$ cat src/rtl/id_config.svh
// RV32I widths and encodings; the immediate layouts in the decoder assume XLEN of 32
`ifndef ID_CONFIG_SVH
`define ID_CONFIG_SVH

`define XLEN        32
`define REG_ADDR_W  5
`define ALU_OP_W    5
`define ALU_SEL_W   3

// major opcodes
`define OPC_LUI     7'b0110111
`define OPC_AUIPC   7'b0010111
`define OPC_JAL     7'b1101111
`define OPC_JALR    7'b1100111
`define OPC_BRANCH  7'b1100011
`define OPC_LOAD    7'b0000011
`define OPC_STORE   7'b0100011
`define OPC_OP_IMM  7'b0010011
`define OPC_OP      7'b0110011

// funct3, shared by OP and OP-IMM
`define F3_ADD      3'b000
`define F3_SLL      3'b001
`define F3_SLT      3'b010
`define F3_SLTU     3'b011
`define F3_XOR      3'b100
`define F3_SR       3'b101  // srl / sra, split by funct7
`define F3_OR       3'b110
`define F3_AND      3'b111

`define F3_BEQ      3'b000
`define F3_BNE      3'b001
`define F3_BLT      3'b100
`define F3_BGE      3'b101
`define F3_BLTU     3'b110
`define F3_BGEU     3'b111

`define F3_LB       3'b000
`define F3_LH       3'b001
`define F3_LW       3'b010
`define F3_LBU      3'b100
`define F3_LHU      3'b101

`define F3_SB       3'b000
`define F3_SH       3'b001
`define F3_SW       3'b010

`define F3_JALR     3'b000

`endif

$ cat src/rtl/id_pkg.sv
// enum widths come from id_config.svh and must cover every value listed here
`include "id_config.svh"

package id_pkg;

    // operation handed to execute
    typedef enum logic [`ALU_OP_W-1:0] {
        ALU_NONE, ALU_ADD, ALU_SUB, ALU_SLL, ALU_SLT, ALU_SLTU,
        ALU_XOR, ALU_SRL, ALU_SRA, ALU_OR, ALU_AND, ALU_LUI,
        ALU_BEQ, ALU_BNE, ALU_BLT, ALU_BGE, ALU_BLTU, ALU_BGEU,
        ALU_JAL, ALU_JALR,
        ALU_LB, ALU_LH, ALU_LW, ALU_LBU, ALU_LHU,
        ALU_SB, ALU_SH, ALU_SW
    } alu_op_e;

    // result class, picks the execute result mux
    typedef enum logic [`ALU_SEL_W-1:0] {
        SEL_NONE,
        SEL_LOGIC,
        SEL_SHIFT,
        SEL_ARITH,
        SEL_COMPARE,
        SEL_BRANCH,
        SEL_LOAD,
        SEL_STORE
    } alu_sel_e;

endpackage

$ cat src/rtl/inst_decoder.sv
// RV32I base set only; M, CSR and FENCE are illegal, branch and JAL offsets are left to execute
`timescale 1ns/1ps
`include "id_config.svh"

module inst_decoder
    import id_pkg::*;
(
    input  logic [`XLEN-1:0]       inst_i,
    input  logic [`XLEN-1:0]       pc_i,
    output alu_op_e                aluop_o,
    output alu_sel_e               alusel_o,
    output logic                   wreg_o,
    output logic [`REG_ADDR_W-1:0] rd_o,
    output logic [`REG_ADDR_W-1:0] rs1_addr_o,
    output logic [`REG_ADDR_W-1:0] rs2_addr_o,
    output logic                   rs1_read_o,
    output logic                   rs2_read_o,
    output logic [`XLEN-1:0]       imm1_o,
    output logic [`XLEN-1:0]       imm2_o,
    output logic                   illegal_o
);

    logic [6:0]       opcode;
    logic [2:0]       funct3;
    logic             f7_zero;
    logic             f7_alt;  // sub / sra
    logic [`XLEN-1:0] imm_u;
    logic [`XLEN-1:0] imm_i;
    logic [`XLEN-1:0] imm_sh;

    assign opcode     = inst_i[6:0];
    assign funct3     = inst_i[14:12];
    assign f7_zero    = inst_i[31:25] == 7'b0000000;
    assign f7_alt     = inst_i[31:25] == 7'b0100000;
    assign rd_o       = inst_i[11:7];
    assign rs1_addr_o = inst_i[19:15];
    assign rs2_addr_o = inst_i[24:20];

    assign imm_u  = {inst_i[31:12], 12'b0};
    assign imm_i  = {{(`XLEN-12){inst_i[31]}}, inst_i[31:20]};
    assign imm_sh = {{(`XLEN-5){1'b0}}, inst_i[24:20]};

    // result class follows from the operation
    function automatic alu_sel_e sel_of(alu_op_e op);
        case (op)
            ALU_ADD, ALU_SUB:                        sel_of = SEL_ARITH;
            ALU_SLL, ALU_SRL, ALU_SRA, ALU_LUI:      sel_of = SEL_SHIFT;
            ALU_SLT, ALU_SLTU:                       sel_of = SEL_COMPARE;
            ALU_XOR, ALU_OR, ALU_AND:                sel_of = SEL_LOGIC;
            ALU_JAL, ALU_JALR:                       sel_of = SEL_BRANCH;
            ALU_LB, ALU_LH, ALU_LW, ALU_LBU, ALU_LHU: sel_of = SEL_LOAD;
            ALU_SB, ALU_SH, ALU_SW:                  sel_of = SEL_STORE;
            default:                                 sel_of = SEL_NONE;  // cond. branches too
        endcase
    endfunction

    always_comb begin
        aluop_o    = ALU_NONE;
        wreg_o     = 1'b0;
        rs1_read_o = 1'b0;
        rs2_read_o = 1'b0;
        imm1_o     = '0;
        imm2_o     = '0;
        illegal_o  = 1'b0;
        case (opcode)
            `OPC_LUI: begin
                aluop_o = ALU_LUI;
                wreg_o  = 1'b1;
                imm2_o  = imm_u;
            end
            `OPC_AUIPC: begin
                aluop_o = ALU_ADD;
                wreg_o  = 1'b1;
                imm1_o  = pc_i;
                imm2_o  = imm_u;
            end
            `OPC_JAL: begin
                aluop_o = ALU_JAL;
                wreg_o  = 1'b1;
            end
            `OPC_JALR: begin
                aluop_o    = ALU_JALR;
                wreg_o     = 1'b1;
                rs1_read_o = 1'b1;
                imm2_o     = imm_i;
                illegal_o  = funct3 != `F3_JALR;
            end
            `OPC_BRANCH: begin
                rs1_read_o = 1'b1;
                rs2_read_o = 1'b1;
                case (funct3)
                    `F3_BEQ:  aluop_o = ALU_BEQ;
                    `F3_BNE:  aluop_o = ALU_BNE;
                    `F3_BLT:  aluop_o = ALU_BLT;
                    `F3_BGE:  aluop_o = ALU_BGE;
                    `F3_BLTU: aluop_o = ALU_BLTU;
                    `F3_BGEU: aluop_o = ALU_BGEU;
                    default:  illegal_o = 1'b1;
                endcase
            end
            `OPC_LOAD: begin
                wreg_o     = 1'b1;
                rs1_read_o = 1'b1;
                imm2_o     = imm_i;  // address offset
                case (funct3)
                    `F3_LB:  aluop_o = ALU_LB;
                    `F3_LH:  aluop_o = ALU_LH;
                    `F3_LW:  aluop_o = ALU_LW;
                    `F3_LBU: aluop_o = ALU_LBU;
                    `F3_LHU: aluop_o = ALU_LHU;
                    default: illegal_o = 1'b1;
                endcase
            end
            `OPC_STORE: begin
                rs1_read_o = 1'b1;
                rs2_read_o = 1'b1;  // store data
                case (funct3)
                    `F3_SB:  aluop_o = ALU_SB;
                    `F3_SH:  aluop_o = ALU_SH;
                    `F3_SW:  aluop_o = ALU_SW;
                    default: illegal_o = 1'b1;
                endcase
            end
            `OPC_OP_IMM: begin
                wreg_o     = 1'b1;
                rs1_read_o = 1'b1;
                imm2_o     = imm_i;
                case (funct3)
                    `F3_ADD:  aluop_o = ALU_ADD;
                    `F3_SLT:  aluop_o = ALU_SLT;
                    `F3_SLTU: aluop_o = ALU_SLTU;
                    `F3_XOR:  aluop_o = ALU_XOR;
                    `F3_OR:   aluop_o = ALU_OR;
                    `F3_AND:  aluop_o = ALU_AND;
                    `F3_SLL: begin
                        aluop_o   = ALU_SLL;
                        imm2_o    = imm_sh;
                        illegal_o = !f7_zero;
                    end
                    `F3_SR: begin
                        aluop_o   = f7_alt ? ALU_SRA : ALU_SRL;
                        imm2_o    = imm_sh;
                        illegal_o = !(f7_zero || f7_alt);
                    end
                endcase
            end
            `OPC_OP: begin
                wreg_o     = 1'b1;
                rs1_read_o = 1'b1;
                rs2_read_o = 1'b1;
                case (funct3)
                    `F3_ADD:  aluop_o = f7_alt ? ALU_SUB : ALU_ADD;
                    `F3_SLL:  aluop_o = ALU_SLL;
                    `F3_SLT:  aluop_o = ALU_SLT;
                    `F3_SLTU: aluop_o = ALU_SLTU;
                    `F3_XOR:  aluop_o = ALU_XOR;
                    `F3_SR:   aluop_o = f7_alt ? ALU_SRA : ALU_SRL;
                    `F3_OR:   aluop_o = ALU_OR;
                    `F3_AND:  aluop_o = ALU_AND;
                endcase
                // M extension rows (funct7 0000001) land here as well
                illegal_o = !(f7_zero || (f7_alt && (funct3 == `F3_ADD || funct3 == `F3_SR)));
            end
            default: illegal_o = 1'b1;  // fence, csr, system, custom
        endcase

        if (illegal_o) begin
            aluop_o    = ALU_NONE;
            wreg_o     = 1'b0;
            rs1_read_o = 1'b0;
            rs2_read_o = 1'b0;
            imm1_o     = '0;
            imm2_o     = '0;
        end
        alusel_o = sel_of(aluop_o);

        assert (!(wreg_o && illegal_o))
            else $error("decoder: register write on illegal encoding");
    end

endmodule

$ cat src/rtl/operand_fwd.sv
// one source operand; a load in execute stalls on an address match whether or not it writes
`timescale 1ns/1ps
`include "id_config.svh"

module operand_fwd
    import id_pkg::*;
(
    input  logic [`REG_ADDR_W-1:0] rd_addr_i,
    input  logic                   read_i,
    input  logic [`XLEN-1:0]       rf_data_i,
    input  logic [`XLEN-1:0]       imm_i,
    input  logic                   ex_wreg_i,
    input  logic [`REG_ADDR_W-1:0] ex_wd_i,
    input  logic [`XLEN-1:0]       ex_wdata_i,
    input  alu_op_e                ex_aluop_i,
    input  logic                   mem_wreg_i,
    input  logic [`REG_ADDR_W-1:0] mem_wd_i,
    input  logic [`XLEN-1:0]       mem_wdata_i,
    output logic [`XLEN-1:0]       operand_o,
    output logic                   load_use_o
);

    logic ex_is_load;  // data not ready until mem
    logic addr_zero;

    assign ex_is_load = ex_aluop_i inside {ALU_LB, ALU_LH, ALU_LW, ALU_LBU, ALU_LHU};
    assign addr_zero  = rd_addr_i == '0;

    always_comb begin
        operand_o  = imm_i;
        load_use_o = 1'b0;
        if (read_i) begin
            if (ex_is_load && ex_wd_i == rd_addr_i && !addr_zero) begin
                load_use_o = 1'b1;
                operand_o  = '0;
            end else if (addr_zero) begin
                operand_o = '0;  // x0, even if a later stage claims to write it
            end else if (ex_wreg_i && ex_wd_i == rd_addr_i) begin
                operand_o = ex_wdata_i;
            end else if (mem_wreg_i && mem_wd_i == rd_addr_i) begin
                operand_o = mem_wdata_i;
            end else begin
                operand_o = rf_data_i;
            end
        end

        assert (!load_use_o || read_i)
            else $error("operand_fwd: load-use raised without a register read");
    end

endmodule

$ cat src/rtl/id_ex_reg.sv
// single entry; a flush only drops the instruction when the register can take a new one
`timescale 1ns/1ps
`include "id_config.svh"

module id_ex_reg
    import id_pkg::*;
(
    input  logic                   clk,
    input  logic                   rst_n_i,
    input  logic                   in_valid_i,
    output logic                   in_ready_o,
    input  logic                   stall_i,
    input  logic                   flush_i,
    input  logic [`XLEN-1:0]       pc_i,
    input  alu_op_e                aluop_i,
    input  alu_sel_e               alusel_i,
    input  logic                   wreg_i,
    input  logic [`REG_ADDR_W-1:0] rd_i,
    input  logic [`XLEN-1:0]       op1_i,
    input  logic [`XLEN-1:0]       op2_i,
    input  logic                   illegal_i,
    output logic                   out_valid_o,
    input  logic                   out_ready_i,
    output logic [`XLEN-1:0]       out_pc_o,
    output alu_op_e                out_aluop_o,
    output alu_sel_e               out_alusel_o,
    output logic                   out_wreg_o,
    output logic [`REG_ADDR_W-1:0] out_rd_o,
    output logic [`XLEN-1:0]       out_op1_o,
    output logic [`XLEN-1:0]       out_op2_o,
    output logic                   out_illegal_o
);

    logic advance;  // entry empty or leaving this edge
    logic load;

    assign advance    = !out_valid_o || out_ready_i;
    assign in_ready_o = advance && !stall_i;
    assign load       = in_valid_i && in_ready_o && !flush_i;

    always_ff @(posedge clk) begin
        if (!rst_n_i) begin
            out_valid_o   <= 1'b0;
            out_wreg_o    <= 1'b0;
            out_illegal_o <= 1'b0;
        end else if (advance) begin
            out_valid_o   <= load;  // bubble on stall, flush or idle input
            out_wreg_o    <= load && wreg_i;
            out_illegal_o <= load && illegal_i;
        end
    end

    always_ff @(posedge clk) begin
        if (load) begin
            out_pc_o     <= pc_i;
            out_aluop_o  <= aluop_i;
            out_alusel_o <= alusel_i;
            out_rd_o     <= rd_i;
            out_op1_o    <= op1_i;
            out_op2_o    <= op2_i;
        end
    end

    a_hold: assert property (@(posedge clk) disable iff (!rst_n_i)
        out_valid_o && !out_ready_i |=> out_valid_o && $stable({out_pc_o, out_aluop_o,
            out_alusel_o, out_wreg_o, out_rd_o, out_op1_o, out_op2_o, out_illegal_o}))
        else $error("id_ex_reg: output changed under back-pressure");

    a_bubble: assert property (@(posedge clk) disable iff (!rst_n_i)
        !out_valid_o |-> !out_wreg_o)
        else $error("id_ex_reg: bubble carries a register write");

endmodule

$ cat src/rtl/id_stage.sv
// stall and flush act on whatever is offered at in_valid_i; the register file must read combinationally
`timescale 1ns/1ps
`include "id_config.svh"

module id_stage
    import id_pkg::*;
(
    input  logic                   clk,
    input  logic                   rst_n_i,
    input  logic                   in_valid_i,
    output logic                   in_ready_o,
    input  logic [`XLEN-1:0]       inst_i,
    input  logic [`XLEN-1:0]       pc_i,
    output logic [`REG_ADDR_W-1:0] rs1_addr_o,
    output logic [`REG_ADDR_W-1:0] rs2_addr_o,
    output logic                   rs1_read_o,
    output logic                   rs2_read_o,
    input  logic [`XLEN-1:0]       rs1_data_i,
    input  logic [`XLEN-1:0]       rs2_data_i,
    input  logic                   ex_wreg_i,
    input  logic [`REG_ADDR_W-1:0] ex_wd_i,
    input  logic [`XLEN-1:0]       ex_wdata_i,
    input  alu_op_e                ex_aluop_i,
    input  logic                   mem_wreg_i,
    input  logic [`REG_ADDR_W-1:0] mem_wd_i,
    input  logic [`XLEN-1:0]       mem_wdata_i,
    input  logic                   ex_branch_i,
    output logic                   out_valid_o,
    input  logic                   out_ready_i,
    output logic [`XLEN-1:0]       out_pc_o,
    output alu_op_e                out_aluop_o,
    output alu_sel_e               out_alusel_o,
    output logic                   out_wreg_o,
    output logic [`REG_ADDR_W-1:0] out_rd_o,
    output logic [`XLEN-1:0]       out_op1_o,
    output logic [`XLEN-1:0]       out_op2_o,
    output logic                   out_illegal_o
);

    alu_op_e                dec_aluop;
    alu_sel_e               dec_alusel;
    logic                   dec_wreg;
    logic [`REG_ADDR_W-1:0] dec_rd;
    logic [`XLEN-1:0]       dec_imm1;
    logic [`XLEN-1:0]       dec_imm2;
    logic                   dec_illegal;
    logic [`XLEN-1:0]       op1;
    logic [`XLEN-1:0]       op2;
    logic                   rs1_load_use;
    logic                   rs2_load_use;

    inst_decoder u_decoder (
        .inst_i,
        .pc_i,
        .aluop_o    (dec_aluop),
        .alusel_o   (dec_alusel),
        .wreg_o     (dec_wreg),
        .rd_o       (dec_rd),
        .rs1_addr_o,
        .rs2_addr_o,
        .rs1_read_o,
        .rs2_read_o,
        .imm1_o     (dec_imm1),
        .imm2_o     (dec_imm2),
        .illegal_o  (dec_illegal)
    );

    operand_fwd u_fwd_rs1 (
        .rd_addr_i  (rs1_addr_o),
        .read_i     (rs1_read_o),
        .rf_data_i  (rs1_data_i),
        .imm_i      (dec_imm1),  // pc for auipc
        .ex_wreg_i,
        .ex_wd_i,
        .ex_wdata_i,
        .ex_aluop_i,
        .mem_wreg_i,
        .mem_wd_i,
        .mem_wdata_i,
        .operand_o  (op1),
        .load_use_o (rs1_load_use)
    );

    operand_fwd u_fwd_rs2 (
        .rd_addr_i  (rs2_addr_o),
        .read_i     (rs2_read_o),
        .rf_data_i  (rs2_data_i),
        .imm_i      (dec_imm2),
        .ex_wreg_i,
        .ex_wd_i,
        .ex_wdata_i,
        .ex_aluop_i,
        .mem_wreg_i,
        .mem_wd_i,
        .mem_wdata_i,
        .operand_o  (op2),
        .load_use_o (rs2_load_use)
    );

    id_ex_reg u_id_ex_reg (
        .clk,
        .rst_n_i,
        .in_valid_i,
        .in_ready_o,
        .stall_i    (rs1_load_use | rs2_load_use),
        .flush_i    (ex_branch_i),  // taken branch in execute
        .pc_i,
        .aluop_i    (dec_aluop),
        .alusel_i   (dec_alusel),
        .wreg_i     (dec_wreg),
        .rd_i       (dec_rd),
        .op1_i      (op1),
        .op2_i      (op2),
        .illegal_i  (dec_illegal),
        .out_valid_o,
        .out_ready_i,
        .out_pc_o,
        .out_aluop_o,
        .out_alusel_o,
        .out_wreg_o,
        .out_rd_o,
        .out_op1_o,
        .out_op2_o,
        .out_illegal_o
    );

endmodule

$ cat config.mk
export PLATFORM = sky130hd
export DESIGN_NAME = id_stage
export DESIGN_NICKNAME = d
export VERILOG_FILES = /design/src/rtl/id_pkg.sv /design/src/rtl/inst_decoder.sv /design/src/rtl/operand_fwd.sv /design/src/rtl/id_ex_reg.sv /design/src/rtl/id_stage.sv
export VERILOG_INCLUDE_DIRS = /design/src /design/src/rtl
export SDC_FILE = /design/constraint.sdc
export NUM_CORES = 1
export LEC_CHECK = 0
export BUFFER_PORTS_ARGS = -buffer_cell sky130_fd_sc_hd__buf_2
export CAP_MARGIN = 30
export CORE_ASPECT_RATIO = 0.7
export CORE_UTILIZATION = 42
export DETAILED_ROUTE_END_ITERATION = 7
export GPL_ROUTABILITY_DRIVEN = 0
export GPL_TIMING_DRIVEN = 1
export PLACE_DENSITY = 0.77
export SETUP_SLACK_MARGIN = 0.2
export SLEW_MARGIN = 30
export SYNTH_ARGS = -nofsm -noshare
export SYNTH_HDL_FRONTEND = slang
export SYNTH_SLANG_ARGS = --single-unit
$ cat constraint.sdc
create_clock -name clk -period 4.4 [get_ports clk]
set_clock_uncertainty 0.1 [all_clocks]
set_input_delay 0.66 -clock clk [delete_from_list [all_inputs] [get_ports clk]]
set_output_delay 0.66 -clock clk [all_outputs]
set_load 0.02 [all_outputs]
==> summary.md, run 1 <==
| Metric | Value |
|---|---|
| Status | complete, no violations |
| CTS max path bufs | 2 |
| Antenna-violating nets left | 0 |
| Io pins | 339 |
| Initial Util | 43.54% |
| PostCTS Resize Cnt | 0 |
| Setup TNS | 0 ns |
| Max Freq | 0.2922 GHz |
| CP cell instances | buf_2 > nand4bb_1 > o41ai_1 > a21oi_2 > and3_1 > and3_1 > buf_2 |
| Largest area contributor in the netlist | edfxtp_1 |
| Crit. Startpoint | inst_i[2] |
| Final Hold Violating Endpoints | 0 |
| Post-synthesis sequential area ratio | 48.65% |
| EDFF count, synth | 109 |
| Worst vdd ir | 0.1612 mV |
| Most frequent cells in the layout | buf_2, edfxtp_1, nor2_1 |
| Final WL | 23,020 um |
| DRT iter0 DRCs | 478 |
| Largest net degree at the start of global routing | 79 |
| Critical Path RT | 3.64 ns |
| RR Startpoint | u_id_ex_reg.out_valid_o$_SDFFE_PN0P_ |
| Synth top area share | 47.77% |
| Share of layout cells above drive strength 1 | 40.49% |
| FP Rows | 38 |
| DP Area | 0.008607 mm2 |
| Via Count | 6,463 |
| HP Class | register to register |
| Ys Warns | 0 |
| Post-DR vias/cell | 5.557 |
| Netlist cell types | 70 |
| Commonest non-fill, non-tap cell in the layout | buf_2 |
| First-pass GRT wire length | 33,620 um |
| Die H | 108.9 um |
| Htree depth | 3 |
| Cell count after synthesis | 636 |
| DRC Markers | 0 |
| CTS Hold Buffers Added | 0 |
| Slowest stage cell on the critical path | o41ai_1 |
| FFs w/ async S/R, synth | 0% |
| Initial antenna violation count | 2 |
| Min-delay src | u_id_ex_reg.out_wreg_o$_SDFFE_PN0P_ |
| Max_cap viols | 0 |
| DP HPWL | 17,720 um |
| CP startpoint kind | primary input |
| Design Area, Final | 0.008882 mm2 |
| Syn Nets | 854 |
| Total die area | 0.01684 mm2 |
| Netlist Area Pre-Place | 0.006852 mm2 |
| Crit-path max FO | 14 |
| RSZ-0062 raised after global routing | false |
| Post-layout net count | 1,155 |
| Worst skew pair latency | 0.34 ns |
| Critical path arrival | 2.66 ns |
| Syn Area/Cell | 10.77 um2 |
| GRT Util Overall | 26.67% |
| TritonCTS Sinks | 112 |
| Crit. End Element | primary output |
| CORE AREA | 0.01574 mm2 |
| Vias in the first global route | 5,923 |
| Max_slew headroom | 41.29% |
| Clk pin slew, worst setup/hold paths | 0.07 ns |
| Final Max Slew Viols | 0 |
| Slew at the pin with the worst max-slew slack | 0.8789 ns |
| Chip width | 154.7 um |
| # Post-CTS Setup Buffers | 0 |
| Buffers on Ports | 338 |
| TritonCTS buffer count | 9 |
| Pwr Total | 0.002444 W |
| GR Overflow Total | 0 |
| Static leakage | 3.647 nW |
| Clock root cell | clkbuf_16 |
| Synth Flop Type | edfxtp_1 |
| Pwr dens | 275.1 mW/mm2 |
| Wirelength per Cell | 19.80 um |
| Fin crit period | 3.422 ns |
| Number of detailed-routing iterations run before antenna repair | 5 |
| Top cells by area, synth | edfxtp_1, mux2i_1, nor2_1 |
| Final period utilization | 77.78% |
| Area grow syn2layout | 29.64% |
| CTS tree | built |
| Max incr delay on CP | 0.53 ns |
| Synth Register Bits | 112 |
| Final setup violating endpoints | 0 |
| Kind of critical path | primary input to primary output |
-- final cells by class --
type / instances / area [um2]
sequential: 112 / 3333
tap: 220 / 275.3
clock inverter: 6 / 45.04
antenna: 2 / 5.005
timing repair buffer: 348 / 1779
multi-input combinational: 453 / 3167
clock buffer: 9 / 225.2
fill: 1387 / 6855
inverter: 13 / 52.55
-- report_power, final --
part	leakage (nW)	switching (W)	internal [W]
clock	0.131	0.000397	0.000387
sequential	1.00	0.0000115	0.00122
combinational	2.51	0.000267	0.000165
total	3.65	0.000675	0.00177
-- final timing paths --
| path | to | slack (ns) | cells past startpoint |
|---|---|---|---|
| worst max register to register | u_id_ex_reg.out_op2_o[21]$_DFFE_PP_ | 2.42 | 5 |
| worst min register to register | u_id_ex_reg.out_wreg_o$_SDFFE_PN0P_ | 0.36 | 2 |
| worst min-delay path | u_id_ex_reg.out_wreg_o$_SDFFE_PN0P_ | 0.36 | 2 |
| worst max-delay path | rs2_read_o | 0.98 | 7 |
-- metrics by stage --
step	setup WS, ns	util (%)	cells	hold WS, ns
3_5_place_dp	0.8055	54.69	1146	0.3578
5_1_grt	0.7964	56.44	1163	0.3707
4_1_cts	1.040	56.41	1161	0.3675
6_report	0.9776	56.44	1163	0.3645
3_3_place_gp	0.8527	54.69	1146	0.3418
2_1_floorplan	0.2115	-	636	0.4330
-- worst max-delay path, delay by kind of cell --
family                 cells  cell delay [ns]
AND/OR/NAND/NOR            3             1.01
AO/OA/AOI/OAI              2             0.66
buffers and inverters      2             0.33
-- routing by layer --
| metal | wire (um) | vias to the layer above | track usage (%) |
|---|---|---|---|
| met3 | 1952 | 20 | 5.366 |
| li1 | - | 3019 | - |
| met1 | 10120 | 3077 | 37.07 |
| met4 | 320 | 0 | 6.365 |
| met2 | 10630 | 347 | 42.92 |
| met5 | 0 | - | 0 |
-- cell usage after synthesis (6+ instances only) --
| cell type | count |
|---|---|
| edfxtp_1 | 109 |
| nor2_1 | 79 |
| mux2i_1 | 65 |
| a21oi_1 | 48 |
| a22o_1 | 32 |
| nand3_1 | 28 |
| a211o_1 | 27 |
| nand2_1 | 26 |
| buf_2 | 23 |
| clkbuf_1 | 19 |
| xor2_1 | 19 |
| buf_4 | 13 |
| inv_1 | 13 |
| o21ai_0 | 10 |
| and3_1 | 9 |
| a32o_1 | 8 |
| nand2b_1 | 7 |
| o21ai_1 | 6 |
-- cell families (layout without fill, tap and decap cells) --
kind of cell	count (synthesis)	count (layout)	share of synthesized area, %
buffers and inverters	71	376	5.351
XOR/XNOR	22	22	2.812
flip-flops	112	112	48.65
AND/OR/NAND/NOR	196	196	15.07
other	0	2	0
AO/OA/AOI/OAI	165	165	17.75
multiplexers	65	65	9.496
adder cells (fa/ha/maj)	5	5	0.8766
-- state kept, by name (all words and copies together) (netlist names) --
signal / cells
u_id_ex_reg.out_aluop_o: 5
u_id_ex_reg.out_alusel_o: 3
u_id_ex_reg.out_illegal_o: 1
u_id_ex_reg.out_op1_o: 32
u_id_ex_reg.out_op2_o: 32
u_id_ex_reg.out_pc_o: 32
u_id_ex_reg.out_rd_o: 5
u_id_ex_reg.out_valid_o: 1
u_id_ex_reg.out_wreg_o: 1
Power figures use the tool's default switching activity.
==> inputs of run 2 (changes only) <==
--- a/config.mk
+++ b/config.mk
@@ -6,14 +6,15 @@
 export SDC_FILE = /design/constraint.sdc
 export NUM_CORES = 1
 export LEC_CHECK = 0
+export ABC_AREA = 1
 export BUFFER_PORTS_ARGS = -buffer_cell sky130_fd_sc_hd__buf_2
 export CAP_MARGIN = 30
 export CORE_ASPECT_RATIO = 0.7
-export CORE_UTILIZATION = 42
+export CORE_UTILIZATION = 43
 export DETAILED_ROUTE_END_ITERATION = 7
 export GPL_ROUTABILITY_DRIVEN = 0
 export GPL_TIMING_DRIVEN = 1
-export PLACE_DENSITY = 0.77
+export PLACE_DENSITY = 0.78
 export SETUP_SLACK_MARGIN = 0.2
 export SLEW_MARGIN = 30
 export SYNTH_ARGS = -nofsm -noshare
==> constraint.sdc (replaced) <==
create_clock -name clk -period 2.8 [get_ports clk]
set_clock_uncertainty 0.1 [all_clocks]
set_input_delay 0.42 -clock clk [delete_from_list [all_inputs] [get_ports clk]]
set_output_delay 0.42 -clock clk [all_outputs]
set_load 0.02 [all_outputs]
==> run 2 against run 1 <==
  * Via count up 19%
  * Global-route usage is 3.0 points higher
  * Hold slack lost 0.22 ns
  * Critical path depth increased by 6
  * Register-to-register slack worse by 1.3 ns
  * Die area up 1.6%
  * Clock power is 59% higher
  * Utilization up 3.8 points
  * Combinational power increased by 79%
  * First-iteration DRC count is 23% higher
  * Sequential share of layout area shrank 2.6 points
  * Highest routed layer unchanged
==> summary.md, run 2 <==
| Metric | Value |
|---|---|
| Status | complete, no violations |
| Final Hold Violating Endpoints | 0 (unchanged) |
| Io pins | 339 (unchanged) |
| Fin Hold WS | 0.1434 ns (-0.2211 ns) |
| Clock root cell | clkbuf_16 |
| DR top layer | met4 |
| Met3 WL post-DR | 2403 um (+23%) |
| Crit-path max FO | 33 (+19) |
| RSZ-0062 raised after global routing | false |
| Power share of the combinational group | 19.5% (+1.8 points) |
| Inst Count DP | 1,406 (+23%) |
| Area grow syn2layout | 33.74% |
| Number of detailed-routing iterations run before antenna repair | 6 (+1) |
| HP Class | primary input to register |
| CP startpoint kind | primary input |
| TritonCTS Sinks | 112 (unchanged) |
| Die H | 109.7 um (+0.81%) |
| Kind of critical path | primary input to primary output |
| FFs w/ async S/R, synth | 0% (unchanged) |
| Commonest cells post-synth | nand2_1, o21ai_0, inv_1, edfxtp_1, nand3_1 |
| Critical path arrival | 1.97 ns (-0.69 ns) |
| Netlist cell types | 36 (-49%) |
| Post-synthesis sequential area ratio | 46.75% (-1.9 points) |
| Largest area contributor in the netlist | edfxtp_1 |
| Worst Setup Slack, final | 0.3129 ns (-0.6647 ns) |
| Largest net degree at the start of global routing | 63 (-20%) |
| Top cells by area, synth | edfxtp_1, o21ai_0, nand2_1 |
| Post-Layout Cell Count | 1,422 (+22%) |
| Placement Setup Slack | -0.1138 ns (-0.9193 ns) |
| EDFF count, synth | 109 (unchanged) |
| Met2 wire length | 12,170 um (+14%) |
| GRT Util Overall | 29.69% (+3.0 points) |
| Static leakage | 4.492 nW (+23%) |
| Pwr dens | 415.7 mW/mm2 (+51%) |
| Fin crit period | 2.487 ns |
| Initial Util | 45.04% (+1.5 points) |
| Wire length on met1 | 10,490 um (+3.7%) |
| Htree depth | 3 (unchanged) |
| Max Freq | 0.4021 GHz |
| Biggest regs | u_id_ex_reg.out_op1_o x32, u_id_ex_reg.out_op2_o x32, u_id_ex_reg.out_pc_o x32 |
| Final setup violating endpoints | 0 (unchanged) |
| DP HPWL | 20,020 um (+13%) |
| Synth top area share | 45.90% (-1.9 points) |
| Final Max Slew Viols | 0 (unchanged) |
| Most frequent cells in the layout | buf_2, nand2_1, o21ai_0 |
| TritonCTS buffer count | 9 (unchanged) |
| Worst skew pair latency | 0.35 ns (about the same) |
| Slew at the pin with the worst max-slew slack | 0.4923 ns (-0.3866 ns) |
| Share of layout cells above drive strength 1 | 37.55% (-2.9 points) |
| Buffers on Ports | 338 (unchanged) |
| Wirelength per Cell | 18.06 um (-8.8%) |
| Synth Flop Type | edfxtp_1 |
| CTS Hold Buffers Added | 0 (unchanged) |
| Post-DR vias/cell | 5.425 (-2.4%) |
| Syn Nets | 1,089 (+28%) |
| CTS tree | built |
| Sw power | 0.001143 W (+69%) |
| Max_cap viols | 0 (unchanged) |
| Post-layout util | 60.23% (+3.8 points) |
| Total die area | 0.01711 mm2 (+1.6%) |
| Sequential share of power | 49.0% (-1.3 points) |
| Syn Area/Cell | 8.187 um2 (-24%) |
| Max_slew headroom | 66.88% (+26 points) |
| FP Rows | 38 (unchanged) |
| Vias in the first global route | 6,862 (+16%) |
| CTS max path bufs | 2 (unchanged) |
| Final period utilization | 88.82% |
| Net Sw Frac | 28.84% (+1.2 points) |
| # Post-CTS Setup Buffers | 0 (unchanged) |
| Setup TNS | 0 ns (unchanged) |
| Commonest non-fill, non-tap cell in the layout | buf_2 |
| Cell count after synthesis | 871 (+37%) |
| Chip width | 155.9 um (+0.81%) |
| Clock power share | 31.5% (-0.6 points) |
| Antenna-violating nets left | 0 (unchanged) |
| DRT iter0 DRCs | 587 (+23%) |
| Worst vdd ir | 0.2532 mV (+57%) |
| Min-delay src | inst_i[8] |
| First-pass GRT wire length | 38,190 um (+14%) |
| Critical Path RT | 2.28 ns (-1.36 ns) |
| Ys Warns | 0 (unchanged) |
| Internal power | 0.002821 W (+59%) |
| Netlist Area Pre-Place | 0.007131 mm2 (+4.1%) |
| Crit. End Element | primary output |
| Final WL | 25,680 um (+12%) |
| Post-layout net count | 1,415 (+23%) |
| Clk pin slew, worst setup/hold paths | 0.07 ns (about the same) |
| Initial antenna violation count | 1 (-1) |
| DRC Markers | 0 (unchanged) |
| Most common cell in the netlist | nand2_1 |
| CORE AREA | 0.01583 mm2 (+0.60%) |
| GR Overflow Total | 0 (unchanged) |
| Synth Register Bits | 112 (unchanged) |
| RR Startpoint | u_id_ex_reg.out_valid_o$_SDFFE_PN0P_ |
| Via Count | 7,715 (+19%) |
| Crit. Startpoint | inst_i[13] |
## run 2: changes by cell type after synthesis, moves of 13 or more
cell | before | now
nand2_1 | 26 | 163
o21ai_0 | 10 | 125
o2111ai_1 | 1 | 19
o21ai_1 | 6 | 19
inv_1 | 13 | 110
mux2i_1 | 65 | 0
a211o_1 | 27 | 0
nand3_1 | 28 | 71
buf_2 | 23 | 10
nor2_1 | 79 | 46
o211ai_1 | 3 | 35
a22o_1 | 32 | 0
## run 2: kinds of logic (layout without fill, tap and decap cells)
kind of cell / count (synthesis) / count (layout) / synth area share, %
AOI/OAI and AO/OA: 247 / 247 / 20.04
xor gates and xnor gates: 9 / 9 / 1.106
adders and majority gates: 4 / 4 / 0.7019
buffers and inverters: 179 / 509 / 10.81
DFF: 112 / 112 / 46.75
other: 0 / 1 / 0
and+or+nand+nor: 320 / 320 / 20.60
## run 2: per-stage QoR
stage               cell area (um2)  total power (W)
floorplan                      7218         0.002373
global placement               9230         0.002732
detailed placement             9230         0.002740
CTS                            9514         0.003987
global route                   9537         0.004125
finish                         9537         0.003965
## run 2: layout make-up
| cell class | instances | area, um2 |
|---|---|---|
| clock buffers | 10 | 229.0 |
| diodes | 1 | 2.502 |
| multi-input cells | 580 | 3115 |
| inverters | 120 | 479.2 |
| flip-flops and latches | 112 | 3333 |
| clock inverters | 5 | 52.55 |
| fillers | 1453 | 6296 |
| repair buffers | 374 | 2049 |
| well taps | 220 | 275.3 |
## run 2: power by group through the flow
stage,logic [W],clock network [W],registers (W)
after floorplan,0.000282,0,0.00209
final,0.000773,0.00125,0.00194
after detailed placement,0.000761,0,0.00198
after global routing,0.000837,0.00134,0.00195
after CTS,0.000765,0.00128,0.00194
after global placement,0.000751,0,0.00198
## run 2: final timing paths
path | endpoint | slack, ns | depth (start not counted)
min | u_id_ex_reg.out_rd_o[1]$_DFFE_PP_ | 0.14 | 1
max | rs1_read_o | 0.31 | 13
max reg2reg | u_id_ex_reg.out_pc_o[27]$_DFFE_PP_ | 1.08 | 8
min reg2reg | u_id_ex_reg.out_wreg_o$_SDFFE_PN0P_ | 0.36 | 2
## run 2: repair_timing
action	4_1_cts	5_1_grt
endpoints found under the setup margin	3	3
cloned	0	0
endpoints found under the hold margin	0	0
resized for setup	1	7
## run 2: critical path, stage by stage
cell	delay, ns
buf_2	0.15
inv_2	0.14
nand2_1	0.16
nor2_2	0.17
o21ai_0	0.11
nand2_1	0.07
nand2_1	0.05
nand2_2	0.13
nor2_8	0.05
nand2_4	0.09
buf_12	0.20
inv_1	0.05
buf_2	0.15
## run 2: routing by layer
metal  track usage, %  vias up
met4            10.57        0
met1            39.14     3513
met3            5.518       50
met5                0        -
li1                 -     3658
met2            49.08      494
==> inputs of run 3 (changes only) <==
--- a/config.mk
+++ b/config.mk
@@ -9,7 +9,6 @@
 export ABC_AREA = 1
 export BUFFER_PORTS_ARGS = -buffer_cell sky130_fd_sc_hd__buf_2
 export CAP_MARGIN = 30
-export CORE_ASPECT_RATIO = 0.7
 export CORE_UTILIZATION = 43
 export DETAILED_ROUTE_END_ITERATION = 7
 export GPL_ROUTABILITY_DRIVEN = 0
==> run 3 against run 2 <==
  * Hold slack better by 0.00060 ns
  * Worst setup slack got worse by 0.090 ns
  * Maximum frequency shrank 3.5%
  * Cell area grew 0.14%
  * Sequential power about the same
  * First-iteration DRC count grew 9.5%
  * Flip-flop and latch count unchanged
  * Sequential share of layout area decreased by 0.050 points
  * Clock power rose by 6%
  * Die area about the same
  * Utilization is 0.76 points lower
  * Critical endpoint unchanged
  * Largest power group unchanged
==> summary.md, run 3 (synthesized netlist as in run 2, its figures left out) <==
| Metric | Value |
|---|---|
| Final WL | 25,340 um (-1.3%) |
| Status | complete, no violations |
| RSZ-0062 raised after global routing | true |
| Htree depth | 3 (unchanged) |
| Static leakage | 4.507 nW (+0.34%) |
| Clock root cell | clkbuf_16 |
| CTS tree | built |
| TritonCTS Sinks | 112 (unchanged) |
| Die H | 130.8 um (+19%) |
| Number of detailed-routing iterations run before antenna repair | 6 (unchanged) |
| Max_slew headroom | 63.56% (-3.3 points) |
| Clk pin slew, worst setup/hold paths | 0.07 ns (about the same) |
| Slew at the pin with the worst max-slew slack | 0.5466 ns (+0.05439 ns) |
| CTS Hold Buffers Added | 0 (unchanged) |
| GR Overflow Total | 0 (unchanged) |
| Largest net degree at the start of global routing | 65 (+3.2%) |
| HP Class | primary input to register |
| FP Rows | 46 (+21%) |
| CP startpoint kind | primary input |
| Area grow syn2layout | 33.94% |
| CORE AREA | 0.01606 mm2 (+1.4%) |
| Most frequent cells in the layout | buf_2, nand2_1, o21ai_0 |
| DP HPWL | 19,320 um (-3.5%) |
| Post-Layout Cell Count | 1,424 (+0.14%) |
| Critical Path RT | 2.28 ns (about the same) |
| Chip width | 130.8 um (-16%) |
| CTS max path bufs | 2 (unchanged) |
| Fin Hold WS | 0.1440 ns (+0.0005990 ns) |
| TritonCTS buffer count | 9 (unchanged) |
| Worst Setup Slack, final | 0.2228 ns (-0.09012 ns) |
| Share of layout cells above drive strength 1 | 37.43% (-0.12 points) |
| Io pins | 339 (unchanged) |
| Vias in the first global route | 6,880 (+0.26%) |
| Fin crit period | 2.577 ns (+0.09013 ns) |
| Final Hold Violating Endpoints | 0 (unchanged) |
| DRT iter0 DRCs | 643 (+9.5%) |
| Crit-path max FO | 33 (unchanged) |
| Wirelength per Cell | 17.80 um (-1.5%) |
| Final period utilization | 92.04% (+3.2 points) |
| Pwr dens | 422.5 mW/mm2 (+1.6%) |
| Pwr Total | 0.004035 W (+1.8%) |
| Max_cap viols | 0 (unchanged) |
| Buffers on Ports | 338 (unchanged) |
| Max Freq | 0.3880 GHz (-3.5%) |
| Worst vdd ir | 0.2709 mV (+7.0%) |
| Initial antenna violation count | 2 (+1) |
| Kind of critical path | primary input to primary output |
| Antenna-violating nets left | 0 (unchanged) |
| Inst Count DP | 1,404 (-0.14%) |
| DP Area | 0.009223 mm2 (about the same) |
| Via Count | 7,685 (-0.39%) |
| Worst skew pair latency | 0.35 ns (about the same) |
| Post-DR vias/cell | 5.397 (-0.53%) |
| Crit. End Element | primary output |
| Placement Setup Slack | -0.1120 ns (+0.001825 ns) |
| GRT Util Overall | 28.74% (-0.95 points) |
| Commonest non-fill, non-tap cell in the layout | buf_2 |
| Critical path arrival | 2.06 ns (+0.09 ns) |
| Total die area | 0.01710 mm2 (about the same) |
| Initial Util | 44.41% (-0.63 points) |
| Post-layout net count | 1,418 (+0.21%) |
| Final setup violating endpoints | 0 (unchanged) |
| Design Area, Final | 0.009550 mm2 (+0.14%) |
| DRC Markers | 0 (unchanged) |
| First-pass GRT wire length | 36,470 um (-4.5%) |
| Final Max Slew Viols | 0 (unchanged) |
| Biggest regs | u_id_ex_reg.out_op1_o x32, u_id_ex_reg.out_op2_o x32, u_id_ex_reg.out_pc_o x32 |
run 3: cell types whose count changed in the layout (fill, tap and decap cells not counted):
cell        change
clkinv_8        -1
nor2_4          -2
clkinvlp_4      +1
nor2_2          -3
bufinv_16       +1
clkbuf_1        -1
diode_2         +2
buf_6           +1
buf_12          -1
clkinv_2        +1
nor2_1          +5
buf_4           +3
run 3: final cells by class:
class / count / area [um2]
fillers: 1436 / 6507
flip-flops and latches: 112 / 3333
multi-input cells: 580 / 3093
repair buffers: 377 / 2063
inverters: 120 / 479.2
well taps: 216 / 270.3
clock buffers: 9 / 225.2
clock inverters: 7 / 78.83
diodes: 3 / 7.507
run 3: path summary, 6_finish.rpt:
| check | from | cells past startpoint | to | slack [ns] |
|---|---|---|---|---|
| setup reg to reg | u_id_ex_reg.out_valid_o$_SDFFE_PN0P_ | 8 | u_id_ex_reg.out_pc_o[5]$_DFFE_PP_ | 0.98 |
| hold / removal | inst_i[8] | 1 | u_id_ex_reg.out_rd_o[1]$_DFFE_PP_ | 0.14 |
| setup / recovery | inst_i[3] | 13 | rs1_read_o | 0.22 |
| hold reg to reg | u_id_ex_reg.out_illegal_o$_SDFFE_PN0P_ | 2 | u_id_ex_reg.out_illegal_o$_SDFFE_PN0P_ | 0.37 |
run 3: per-stage QoR:
stage | util (%) | TNS, ns
2_1_floorplan | - | -95.42
3_3_place_gp | 57.43 | -2.055
3_5_place_dp | 57.43 | -6.476
4_1_cts | 59.37 | 0
5_1_grt | 59.44 | 0
6_report | 59.47 | 0
run 3: per-layer routing:
layer,vias up,routed length (um),track usage [%]
met1,3477,9675,34.84
met5,-,0,0
li1,3661,-,-
met2,491,12660,50.05
met4,0,677,10.28
met3,56,2325,6.352
run 3: repair_timing:
action,in CTS,in global routing
setup buffers,1,0
pin swaps,1,0
gates resized for setup,0,3
endpoints found under the setup margin,1,62
run 3: worst max-delay path, cell delays in order:
cell and delay, ns:
buf_2 0.16, nor2_1 0.23, nand3_2 0.12, buf_4 0.14, nand2_1 0.07, nor2_2 0.04, nand2_2 0.08, nand2_4 0.07
nor2_8 0.15, nand2_4 0.07, buf_4 0.24, inv_1 0.09, buf_2 0.16
run 3: power by group:
group	total, W	switching [W]	internal [W]
Combinational	0.000767	0.000484	0.000282
Clock	0.00133	0.000623	0.000704
Sequential	0.00194	0.0000216	0.00192
